==> src/design/lcd_pkg.sv <==
package lcd_pkg;

  ////////////////////////////////////////
  // Clock and delay counts
  ////////////////////////////////////////
  localparam int CLK_FREQ_HZ = 25_000_000;  // 40 ns period
  localparam int DELAY_W     = 22;          // Power-up count needs more than 20 bits

  typedef logic [DELAY_W-1:0] lcd_delay_t;
  typedef logic [7:0]         lcd_data_t;

  // Nanoseconds to clock cycles, rounded up so no delay runs short
  function automatic lcd_delay_t ns_to_cycles(longint t_ns);
    longint prod;
    prod = t_ns * CLK_FREQ_HZ;
    return lcd_delay_t'((prod + 999_999_999) / 1_000_000_000);
  endfunction

  localparam lcd_delay_t C_SETUP        = ns_to_cycles(40);           // 1
  localparam lcd_delay_t C_PULSE        = ns_to_cycles(250);          // 7
  localparam lcd_delay_t C_HOLD         = ns_to_cycles(250);          // 7
  localparam lcd_delay_t C_WAIT_POWERUP = ns_to_cycles(100_060_000);  // 100 ms plus 60 us
  localparam lcd_delay_t C_WAIT_LONG    = ns_to_cycles(5_000_000);
  localparam lcd_delay_t C_WAIT_100US   = ns_to_cycles(100_000);
  localparam lcd_delay_t C_WAIT_60US    = ns_to_cycles(60_000);
  localparam lcd_delay_t C_WAIT_WRITE   = ns_to_cycles(42_000);

  ////////////////////////////////////////
  // Command bytes
  ////////////////////////////////////////
  localparam lcd_data_t CMD_WAKE     = 8'h30;  // Function set, wake-up form
  localparam lcd_data_t CMD_SETUP    = 8'h38;  // 8-bit, 2 lines, 5x8 font
  localparam lcd_data_t CMD_DISP_OFF = 8'h08;
  localparam lcd_data_t CMD_CLEAR    = 8'h01;
  localparam lcd_data_t CMD_ENTRY_N  = 8'h06;  // Increment, no display shift
  localparam lcd_data_t CMD_DISP_ON  = 8'h0C;  // Cursor and blink off

  ////////////////////////////////////////
  // Shared enumerations
  ////////////////////////////////////////

  // Wait that follows a transfer
  typedef enum logic [2:0] {
    W_POWERUP,
    W_LONG,
    W_100US,
    W_60US,
    W_WRITE
  } lcd_wait_e;

  // Host operation, code 3 behaves as no operation
  typedef enum logic [1:0] {
    OP_NOP    = 2'd0,
    OP_WRITE  = 2'd1,
    OP_REINIT = 2'd2
  } lcd_op_e;

  localparam int INIT_STEPS = 9;  // Entries in the power-up table

endpackage
==> src/design/lcd_cycle_if.sv <==
`timescale 1ns/1ps

interface lcd_cycle_if;

  // Request side
  logic                  start;     // One-cycle pulse, only while busy is low
  logic                  rs;
  lcd_pkg::lcd_data_t    data;
  logic                  pulse;     // Low for a wait-only transfer
  lcd_pkg::lcd_wait_e    wait_sel;

  // Completion side
  logic                  busy;
  logic                  done;      // One-cycle pulse at the end of the wait

  modport master (
    output start, rs, data, pulse, wait_sel,
    input  busy, done
  );

  modport slave (
    input  start, rs, data, pulse, wait_sel,
    output busy, done
  );

endinterface

==> src/design/lcd16x2_top.sv <==
`timescale 1ns/1ps

module lcd16x2_top (
  input  logic               clk_i,
  input  logic               flag_rst,
  input  lcd_pkg::lcd_data_t data_i,
  input  lcd_pkg::lcd_op_e   ops_i,
  input  logic               enb_i,
  output logic               rdy_o,
  output logic               lcd_rs_o,
  output logic               lcd_e_o,
  output lcd_pkg::lcd_data_t lcd_data_o
);

  logic               seq_restart;
  logic               seq_advance;
  logic               seq_rs;
  lcd_pkg::lcd_data_t seq_data;
  logic               seq_pulse;
  lcd_pkg::lcd_wait_e seq_wait_sel;
  logic               seq_last;

  lcd_cycle_if u_cyc ();

  lcd_ctrl u_ctrl (
    .clk_i (clk_i), .flag_rst (flag_rst), .data_i (data_i), .ops_i (ops_i),
    .enb_i (enb_i), .rdy_o (rdy_o), .cyc (u_cyc.master),
    .seq_restart_o (seq_restart), .seq_advance_o (seq_advance),
    .seq_rs_i (seq_rs), .seq_data_i (seq_data), .seq_pulse_i (seq_pulse),
    .seq_wait_sel_i (seq_wait_sel), .seq_last_i (seq_last)
  );

  lcd_init_seq u_init_seq (
    .clk_i (clk_i), .flag_rst (flag_rst), .restart_i (seq_restart),
    .advance_i (seq_advance), .rs_o (seq_rs), .data_o (seq_data),
    .pulse_o (seq_pulse), .wait_sel_o (seq_wait_sel), .last_o (seq_last)
  );

  lcd_bus_cycle u_bus_cycle (
    .clk_i (clk_i), .flag_rst (flag_rst), .cyc (u_cyc.slave),
    .lcd_rs_o (lcd_rs_o), .lcd_e_o (lcd_e_o), .lcd_data_o (lcd_data_o)
  );

endmodule

==> src/design/lcd_ctrl.sv <==
`timescale 1ns/1ps

module lcd_ctrl (
  input  logic               clk_i,
  input  logic               flag_rst,
  input  lcd_pkg::lcd_data_t data_i,
  input  lcd_pkg::lcd_op_e   ops_i,
  input  logic               enb_i,
  output logic               rdy_o,
  lcd_cycle_if.master        cyc,
  output logic               seq_restart_o,
  output logic               seq_advance_o,
  input  logic               seq_rs_i,
  input  lcd_pkg::lcd_data_t seq_data_i,
  input  logic               seq_pulse_i,
  input  lcd_pkg::lcd_wait_e seq_wait_sel_i,
  input  logic               seq_last_i
);

  typedef enum logic [1:0] {
    M_INIT,
    M_IDLE,
    M_WRITE
  } mode_e;

  mode_e              mode;
  lcd_pkg::lcd_data_t wr_data;

  assign rdy_o = (mode == M_IDLE);

  ////////////////////////////////////////
  // Host decode and sequencer control
  ////////////////////////////////////////
  assign seq_restart_o = rdy_o && enb_i && (ops_i == lcd_pkg::OP_REINIT);
  assign seq_advance_o = (mode == M_INIT) && cyc.done && !seq_last_i;

  always_ff @(posedge clk_i) begin
    if (flag_rst) begin
      mode <= M_INIT;
    end else begin
      case (mode)
        M_INIT:  if (cyc.done && seq_last_i) mode <= M_IDLE;
        M_IDLE:  if (enb_i) begin
          case (ops_i)
            lcd_pkg::OP_WRITE:  mode <= M_WRITE;
            lcd_pkg::OP_REINIT: mode <= M_INIT;
            default:            mode <= M_IDLE;  // NOP and code 3
          endcase
        end
        M_WRITE: if (cyc.done) mode <= M_IDLE;
        default: mode <= M_IDLE;
      endcase
    end
  end

  always_ff @(posedge clk_i) begin
    if (rdy_o && enb_i && ops_i == lcd_pkg::OP_WRITE) begin
      wr_data <= data_i;
    end
  end

  ////////////////////////////////////////
  // Transfer request
  ////////////////////////////////////////
  assign cyc.start    = (mode != M_IDLE) && !cyc.busy;  // Busy covers the transfer in flight
  assign cyc.rs       = (mode == M_WRITE) ? 1'b1 : seq_rs_i;
  assign cyc.data     = (mode == M_WRITE) ? wr_data : seq_data_i;
  assign cyc.pulse    = (mode == M_WRITE) ? 1'b1 : seq_pulse_i;
  assign cyc.wait_sel = (mode == M_WRITE) ? lcd_pkg::W_WRITE : seq_wait_sel_i;

  // Host only sees ready once the bus engine is finished
  a_rdy_not_busy: assert property (
    @(posedge clk_i) disable iff (flag_rst)
    !(rdy_o && cyc.busy)
  );

endmodule

==> src/design/lcd_init_seq.sv <==
`timescale 1ns/1ps

module lcd_init_seq (
  input  logic               clk_i,
  input  logic               flag_rst,
  input  logic               restart_i,
  input  logic               advance_i,
  output logic               rs_o,
  output lcd_pkg::lcd_data_t data_o,
  output logic               pulse_o,
  output lcd_pkg::lcd_wait_e wait_sel_o,
  output logic               last_o
);

  typedef logic [$clog2(lcd_pkg::INIT_STEPS)-1:0] step_t;

  step_t step;

  always_ff @(posedge clk_i) begin
    if (flag_rst || restart_i) begin
      step <= '0;
    end else if (advance_i && !last_o) begin
      step <= step + 1'b1;
    end
  end

  assign last_o = (step == step_t'(lcd_pkg::INIT_STEPS - 1));

  ////////////////////////////////////////
  // Power-up command table
  ////////////////////////////////////////
  always_comb begin
    rs_o       = 1'b0;  // Every entry is a command
    data_o     = '0;
    pulse_o    = 1'b1;
    wait_sel_o = lcd_pkg::W_60US;
    case (step)
      0: begin
        pulse_o    = 1'b0;  // Let the supply settle, no bus activity
        wait_sel_o = lcd_pkg::W_POWERUP;
      end
      1: begin
        data_o     = lcd_pkg::CMD_WAKE;
        wait_sel_o = lcd_pkg::W_LONG;
      end
      2, 3: begin
        data_o     = lcd_pkg::CMD_WAKE;
        wait_sel_o = lcd_pkg::W_100US;
      end
      4: begin
        data_o     = lcd_pkg::CMD_SETUP;
        wait_sel_o = lcd_pkg::W_100US;
      end
      5: data_o = lcd_pkg::CMD_DISP_OFF;
      6: begin
        data_o     = lcd_pkg::CMD_CLEAR;
        wait_sel_o = lcd_pkg::W_LONG;  // Clear is the slow one
      end
      7: data_o = lcd_pkg::CMD_ENTRY_N;
      8: data_o = lcd_pkg::CMD_DISP_ON;
      default: ;
    endcase
  end

endmodule

==> src/design/lcd_bus_cycle.sv <==
`timescale 1ns/1ps

module lcd_bus_cycle (
  input  logic               clk_i,
  input  logic               flag_rst,
  lcd_cycle_if.slave         cyc,
  output logic               lcd_rs_o,
  output logic               lcd_e_o,
  output lcd_pkg::lcd_data_t lcd_data_o
);

  typedef enum logic [2:0] {
    P_IDLE,
    P_SETUP,
    P_PULSE,
    P_HOLD,
    P_WAIT
  } phase_e;

  phase_e              phase;
  lcd_pkg::lcd_wait_e  wait_q;      // Wait chosen at start
  logic                tmr_load;
  lcd_pkg::lcd_delay_t tmr_cycles;
  logic                tmr_done;

  function automatic lcd_pkg::lcd_delay_t wait_cycles(lcd_pkg::lcd_wait_e sel);
    case (sel)
      lcd_pkg::W_POWERUP: return lcd_pkg::C_WAIT_POWERUP;
      lcd_pkg::W_LONG:    return lcd_pkg::C_WAIT_LONG;
      lcd_pkg::W_100US:   return lcd_pkg::C_WAIT_100US;
      lcd_pkg::W_60US:    return lcd_pkg::C_WAIT_60US;
      lcd_pkg::W_WRITE:   return lcd_pkg::C_WAIT_WRITE;
      default:            return lcd_pkg::C_WAIT_LONG;  // Safe side for bad codes
    endcase
  endfunction

  ////////////////////////////////////////
  // Timer loads for each phase
  ////////////////////////////////////////
  always_comb begin
    tmr_load   = 1'b0;
    tmr_cycles = lcd_pkg::C_SETUP;
    case (phase)
      P_IDLE: begin
        tmr_load   = cyc.start;
        tmr_cycles = cyc.pulse ? lcd_pkg::C_SETUP : wait_cycles(cyc.wait_sel);
      end
      P_SETUP: begin
        tmr_load   = tmr_done;
        tmr_cycles = lcd_pkg::C_PULSE;
      end
      P_PULSE: begin
        tmr_load   = tmr_done;
        tmr_cycles = lcd_pkg::C_HOLD;
      end
      P_HOLD: begin
        tmr_load   = tmr_done;
        tmr_cycles = wait_cycles(wait_q);
      end
      default: ;  // Wait phase only runs out
    endcase
  end

  lcd_delay_timer u_timer (
    .clk_i    (clk_i),
    .flag_rst (flag_rst),
    .load_i   (tmr_load),
    .cycles_i (tmr_cycles),
    .done_o   (tmr_done)
  );

  ////////////////////////////////////////
  // Phase machine and bus outputs
  ////////////////////////////////////////
  always_ff @(posedge clk_i) begin
    if (flag_rst) begin
      phase      <= P_IDLE;
      lcd_e_o    <= 1'b0;
      lcd_rs_o   <= 1'b0;
      lcd_data_o <= '0;
    end else begin
      case (phase)
        P_IDLE: if (cyc.start) begin
          lcd_rs_o   <= cyc.rs;
          lcd_data_o <= cyc.data;
          lcd_e_o    <= cyc.pulse;          // Enable rises with valid RS and data
          phase      <= cyc.pulse ? P_SETUP : P_WAIT;
        end
        P_SETUP: if (tmr_done) phase <= P_PULSE;
        P_PULSE: if (tmr_done) begin
          lcd_e_o <= 1'b0;                  // LCD latches on this edge
          phase   <= P_HOLD;
        end
        P_HOLD:  if (tmr_done) phase <= P_WAIT;
        P_WAIT:  if (tmr_done) phase <= P_IDLE;
        default: phase <= P_IDLE;
      endcase
    end
  end

  always_ff @(posedge clk_i) begin
    if (phase == P_IDLE && cyc.start) begin
      wait_q <= cyc.wait_sel;
    end
  end

  assign cyc.busy = (phase != P_IDLE);
  assign cyc.done = (phase == P_WAIT) && tmr_done;

  a_no_start_busy: assert property (
    @(posedge clk_i) disable iff (flag_rst)
    cyc.start |-> !cyc.busy
  );

  // Bus must not move while the LCD may sample it
  a_bus_stable: assert property (
    @(posedge clk_i) disable iff (flag_rst)
    (lcd_e_o && phase == P_PULSE) |-> ($stable(lcd_data_o) && $stable(lcd_rs_o))
  );

endmodule

==> src/design/lcd_delay_timer.sv <==
`timescale 1ns/1ps

module lcd_delay_timer (
  input  logic                clk_i,
  input  logic                flag_rst,
  input  logic                load_i,
  input  lcd_pkg::lcd_delay_t cycles_i,
  output logic                done_o
);

  lcd_pkg::lcd_delay_t cnt;
  logic                active;

  // Last cycle of the loaded count
  assign done_o = active && (cnt == lcd_pkg::lcd_delay_t'(1));

  always_ff @(posedge clk_i) begin
    if (flag_rst) begin
      cnt    <= '0;
      active <= 1'b0;
    end else if (load_i) begin
      cnt    <= cycles_i;  // Reload may chain on the expiring cycle
      active <= 1'b1;
    end else if (active) begin
      cnt <= cnt - 1'b1;
      if (done_o) begin
        active <= 1'b0;
      end
    end
  end

  // A new delay only starts once the previous one runs out
  a_load_when_free: assert property (
    @(posedge clk_i) disable iff (flag_rst)
    load_i |-> (!active || done_o)
  );

endmodule

==> config.mk <==
export PLATFORM = sky130hd
export DESIGN_NAME = lcd16x2_top
export DESIGN_NICKNAME = d
export VERILOG_FILES = /design/src/design/lcd_pkg.sv /design/src/design/lcd_cycle_if.sv /design/src/design/lcd16x2_top.sv /design/src/design/lcd_ctrl.sv /design/src/design/lcd_init_seq.sv /design/src/design/lcd_bus_cycle.sv /design/src/design/lcd_delay_timer.sv
export SDC_FILE = /design/constraint.sdc
export NUM_CORES = 1
export LEC_CHECK = 0
export BUFFER_PORTS_ARGS = -buffer_cell sky130_fd_sc_hd__buf_4
export CAP_MARGIN = 10
export CORE_ASPECT_RATIO = 2
export CORE_MARGIN = 2
export CORE_UTILIZATION = 55
export CTS_BUF_LIST = sky130_fd_sc_hd__clkbuf_2
export CTS_CLUSTER_DIAMETER = 200
export DETAILED_ROUTE_END_ITERATION = 7
export PLACE_DENSITY = 0.77
export SYNTH_ARGS = -nofsm -noshare
export SYNTH_HDL_FRONTEND = slang
export SYNTH_SLANG_ARGS = --single-unit
==> constraint.sdc <==
create_clock -name clk_i -period 2.4 [get_ports clk_i]
set_input_delay 0.36 -clock clk_i [delete_from_list [all_inputs] [get_ports clk_i]]
set_output_delay 0.36 -clock clk_i [all_outputs]
set_load 0.02 [all_outputs]
# Word-level counts from Yosys, hierarchy flattened
# Index checks and enable logic that the tools add are counted.
[totals]
ff_bits = 53
input_bits = 13
wordCells = 107
[op_classes]
add_sub_neg = 2
eq_ne = 32
mux = 32
reduce_logical = 31
[op_table]
columns = ["cell", "n"]
rows = [
  ["$pmux 22 s4", 2],
  ["$mux 22", 3],
  ["$pmux 22 s3", 1],
  ["$pmux 6 s6", 1],
  ["$eq 22x1->1 const B", 1],
  ["$sub 22x1->22 const B", 1],
  ["$mux 3", 7],
  ["$eq 3x2->1 const B", 6],
  ["$eq 4x3->1 const B", 4],
  ["$pmux 3 s5", 1],
  ["$ne 2x1->1 const B", 7],
  ["$pmux 2 s3", 2],
  ["$logic_and 1x1->1", 11],
  ["$eq 3x3->1 const B", 3],
  ["$logic_not 3->1", 3],
  ["$reduce_or 3->1", 3],
  ["$eq 4x2->1 const B", 2],
  ["$mux 1", 8],
  ["$mux 8", 1],
  ["$mux 2", 3],
  ["$reduce_and 3->1", 2],
  ["$reduce_and 5->1", 1],
  ["$add 4x1->4 const B", 1],
  ["$eq 2x1->1 const B", 2],
  ["15 further kinds", 21],
]

# Logic depth before layout (Yosys ltp)
[logic_depth]
depth_word = 9
mapped_depth = 9
depth_no_buf = 8

# By module
# Synthesis repeated with hierarchy kept, for this count alone.
[hier_totals]
hier_cells = 383
area_unflattened_um2 = 3263.1
[by_module_without_submodules]
columns = ["module", "n_inst", "cells_per_inst", "area_per_inst_um2"]
rows = [
  ["lcd_delay_timer", 1, 168, 1377.6],
  ["lcd_bus_cycle", 1, 119, 905.9],
  ["lcd_ctrl", 1, 41, 579.3],
  ["lcd_init_seq", 1, 55, 400.4],
]

# Worst setup path before layout
# OpenSTA, ideal clock, no wires.
[synth_timing]
path_kind = "reg2reg"
start = "reg u_init_seq.step[0]"
end = "reg u_bus_cycle.u_timer.cnt[9]"
setup_time_ns = 0.091
arrival_time_ns = 2.206
path_slack_ns = 0.103
path_stages_with_launch = 9
cell_sequence = "dfxtp_1 -> inv_1 -> ha_1 -> nand2b_1 -> a2111oi_1 -> a31oi_1 -> nor2_1 -> a211oi_1 -> a311oi_1"
[synth_via]
elab_chain_cells = 9
[synth_lines]
columns = ["element", "line", "text"]
rows = [
  ["start, declared", "lcd_init_seq.sv:17", "step_t step;"],
  ["start signal, assigned", "lcd_init_seq.sv:23", "step <= step + 1'b1;"],
  ["$eq 4x2->1 (tied with other cells)", "lcd_init_seq.sv:37", "case (step)"],
  ["$reduce_or 3->1 (no line) or $reduce_or 2->1 (tied branches)", "n/a", ""],
  ["$pmux 2 s3", "lcd_init_seq.sv:37", ""],
  ["$mux 3", "lcd_ctrl.sv:69", "assign cyc.wait_sel = (mode == M_WRITE) ? lcd_pkg::W_WRITE : seq_wait_sel_i;"],
  ["$eq 3x3->1 (tied with other cells)", "lcd_bus_cycle.sv:27", "case (sel)"],
  ["$pmux 22 s4", "lcd_bus_cycle.sv:27", ""],
  ["$mux 22 (*)", "lcd_bus_cycle.sv:46", "tmr_cycles = cyc.pulse ? lcd_pkg::C_SETUP : wait_cycles(cyc.wait_sel);"],
  ["$pmux 22 s3 (*)", "lcd_bus_cycle.sv:43", "case (phase)"],
  ["$mux 22 (*)", "lcd_delay_timer.sv:21", "end else if (load_i) begin"],
  ["end signal, assigned", "lcd_delay_timer.sv:22", "cnt <= cycles_i;"],
  ["end signal, assigned", "lcd_delay_timer.sv:25", "cnt <= cnt - 1'b1;"],
  ["end, declared", "lcd_delay_timer.sv:11", "lcd_pkg::lcd_delay_t cnt;"],
]
# Every way passes the cells marked *; elsewhere a longest branch is shown, timed or not.
# A chain may end at the register's enable or synchronous reset.

# Worst setup path after layout
[layout_timing]
start = "reg u_bus_cycle.u_timer.cnt[1]"
end = "reg u_bus_cycle.u_timer.cnt[8]"
[layout_via]
elab_chain_cells = 4
[layout_lines]
columns = ["element"]
rows = [
  ["parallel branches: the longest is 4 deep, another holds $sub 22x1->22"],
]
# Parallel ways; which one is timed is not known. The select of a mux whose other input is x is not followed.

==> impl_metrics.json <==
{
  "seq_power_share": 0.541,
  "rows": 38,
  "cap_violations": 0,
  "synthesis.area_um2": 3030,
  "switchingPower_uw": 609.1,
  "crit_chain": "inv_1 > ha_1 > or4b_2 > nor4_4 > a21oi_2 > nor3_1 > buf_4 > nor3_2",
  "r2r_slack_ns": 0.07,
  "drive_gt1_frac": 0.2304,
  "rsz0062_at_grt": "yes",
  "swShare": 0.3339,
  "synthCells": 374,
  "grt_pass1_vias": 3024,
  "crit_required_ns": 2.80,
  "routabilityCongestion": 0.9526,
  "fillers": 458,
  "ant_nets": 0,
  "grt_max_degree": 34,
  "cts_sinks": 53,
  "intPower_mw": 1.215,
  "maxSlewHeadroom": 0.5741,
  "comb_power_share": 0.237,
  "synth_top_cell_area_share": 0.2775,
  "drt_wl_total_um": 8590,
  "root_buffer": "clkbuf_2",
  "worst_slew_pin_slew_ns": 0.6308,
  "die-area_um2": 6155,
  "status": "completed",
  "worst_slack_ns": 0.06532,
  "cts-htree-levels": 2,
  "antenna_found_initial": 0,
  "max-vdd-ir-drop_mv": 0.4962,
  "synthMostInstantiatedCell": "nor2_1",
  "ys.flop_type": "dfxtp_1",
  "syn_nets": 396,
  "clkTransAtPathRegs_ns": 0.30,
  "async_flop_share": 0,
  "drt_iter0_markers": 106,
  "fin_nets": 455,
  "initial_core_util": 0.5640,
  "hp-class": "input pin to flip-flop",
  "cts_tree": "yes",
  "hpwl_um": 6688,
  "tns_ns": 0,
  "wire_per_inst_um": 17.39,
  "post-route-period-util": 0.9728,
  "yosysWarnings": 0,
  "synth.area.top_cells": "dfxtp_1, edfxtp_1, nor2_1",
  "synth-seq-area-share": 0.3865,
  "setup_viol": 0,
  "syn_avg_cell_area_um2": 8.103,
  "grt_pass1_wl_um": 13720,
  "core-area_um2": 5373,
  "whs_ns": 0.02151,
  "synth_seq_cells": 53,
  "end_kind": "flip-flop",
  "vias": 3061,
  "p_total_mw": 1.824,
  "vias_per_cell": 6.196,
  "syn2layout_area_growth_pct": 22.21,
  "p_clk_frac": 0.222,
  "port_buffers": 23,
  "ys_types": 48,
  "pre_cts_slack_ns": -0.04103,
  "finClkSkew_ns": 0.02218,
  "cts_made_buffers": 5,
  "path_max_fanout": 6,
  "first_pass_iters": 4,
  "clockBufferDepth": 2,
  "cellLeakagePower_nw": 1.496,
  "grt-ovfl-total": 0,
  "fmax_mhz": 428.3,
  "cp_slowest_cell": "or4b_2",
  "powerDensity_nw_per_um2": 492.6,
  "synth.top_cells.by_count": "nor2_1, dfxtp_1, nand2_1",
  "max_stage_delay_ns": 0.62,
  "design.portCount": 24,
  "grt.total_usage": 0.2928,
  "slew_violations": 0,
  "antenna_cells": 0,
  "synth_edf_count": 11,
  "die_x_um": 56.49,
  "finalHoldViolCount": 0,
  "crit_type": "flip-flop to flip-flop",
  "fin_crit_ns": 2.335,
  "clkLatencyLatePin_ns": 0.51,
  "die_y_um": 109.0,
  "critPathLaunchType": "flip-flop",
  "drc": 0,
  "synth_largest_area_cell": "dfxtp_1",
  "crit_arrival_ns": 2.74
}
## registers in the layout, summed over array words and instances (netlist names)
register                    cells
u_ctrl.wr_data                  8
u_bus_cycle.lcd_rs_o            1
u_bus_cycle.lcd_e_o             1
u_bus_cycle.u_timer.cnt        22
u_bus_cycle.lcd_data_o          8
u_init_seq.step                 4
u_bus_cycle.phase               3
u_ctrl.mode                     2
u_bus_cycle.wait_q              3
u_bus_cycle.u_timer.active      1
## repair_timing
item	in CTS	in global routing
hold endpoints to repair	0	1
endpoints found under the setup margin	6	20
pin swaps	0	2
hold buffers	0	1
resized for setup	2	13
setup buffers	0	1
## layout make-up
type	instances	area, um^2	area share
well taps	60	75.07	0.02027
repair buffers	74	558.0	0.1507
multi-input cells	283	1788	0.4828
flip-flops and latches	53	1172	0.3166
clock inverters	3	25.02	0.006757
inverters	16	60.06	0.01622
clock buffers	5	25.02	0.006757
## layout by cell type, fill, tap and decap left out, types with 4 or more instances in the layout
| cell type | instances |
|---|---|
| a211oi_1 | 10 |
| a21oi_1 | 25 |
| a311oi_1 | 5 |
| a31oi_1 | 5 |
| and3_1 | 5 |
| buf_4 | 73 |
| clkbuf_2 | 5 |
| dfxtp_1 | 41 |
| edfxtp_1 | 11 |
| ha_1 | 9 |
| inv_1 | 16 |
| nand2_1 | 35 |
| nand2b_1 | 6 |
| nand3_1 | 13 |
| nand3b_1 | 6 |
| nand4_1 | 6 |
| nor2_1 | 49 |
| nor2b_1 | 5 |
| nor3_1 | 17 |
| nor4_1 | 5 |
| o211ai_1 | 5 |
| o21ai_0 | 13 |
| or3_1 | 4 |
| xnor2_1 | 5 |
| xor2_1 | 8 |
## power groups by stage
| stage | Clock, mW | Sequential (mW) | Combinational, mW |
|---|---|---|---|
| 2_1_floorplan | 0 | 1.00 | 0.241 |
| 5_1_grt | 0.435 | 0.992 | 0.468 |
| 3_3_place_gp | 0 | 1.00 | 0.398 |
| 3_5_place_dp | 0 | 1.00 | 0.406 |
| 4_1_cts | 0.404 | 0.985 | 0.410 |
| 6_report | 0.405 | 0.988 | 0.432 |
## worst max-delay path: cells and delay by family, from the launching register on
family	cells	cell delay, ns
flops	1	0.39
fa+ha+maj	1	0.14
simple gates	4	1.25
buf+inv	2	0.26
compound gates	1	0.17
## metrics by stage
| stage | std cells | utilization | area, um^2 |
|---|---|---|---|
| after global routing | 494 | 0.6893 | 3704 |
| after global placement | 484 | 0.6621 | 3557 |
| after floorplan | 374 | - | 3030 |
| after detailed placement | 484 | 0.6621 | 3557 |
| final | 494 | 0.6893 | 3704 |
| after CTS | 492 | 0.6735 | 3618 |
## cells by family after synthesis
| logic type | after synthesis | synth area share |
|---|---|---|
| adders and majority gates | 9 | 0.03716 |
| buffers and inverters | 38 | 0.04914 |
| and+or+nand+nor | 173 | 0.2956 |
| muxes | 3 | 0.009910 |
| DFF | 53 | 0.3865 |
| xor gates and xnor gates | 13 | 0.03757 |
| AOI/OAI and AO/OA | 85 | 0.1841 |
## final timing paths
path	start	end	cells after the start
worst min register to register	u_bus_cycle.lcd_data_o[4]	u_bus_cycle.lcd_data_o[4]	2
worst min-delay path	data_i[7]	u_ctrl.wr_data[7]	1
worst max register to register	u_bus_cycle.u_timer.cnt[1]	u_bus_cycle.u_timer.cnt[8]	8
worst max-delay path	u_bus_cycle.u_timer.cnt[1]	u_bus_cycle.u_timer.cnt[8]	8
## per-layer routing
metal	vias up	track usage	share of wire
met4	0	0.2585	0.078
met1	1430	0.2449	0.32
met3	52	0.04508	0.042
met2	103	0.5631	0.56
met5	-	0	0
li1	1476	-	-
Power figures use the tool's default switching activity.
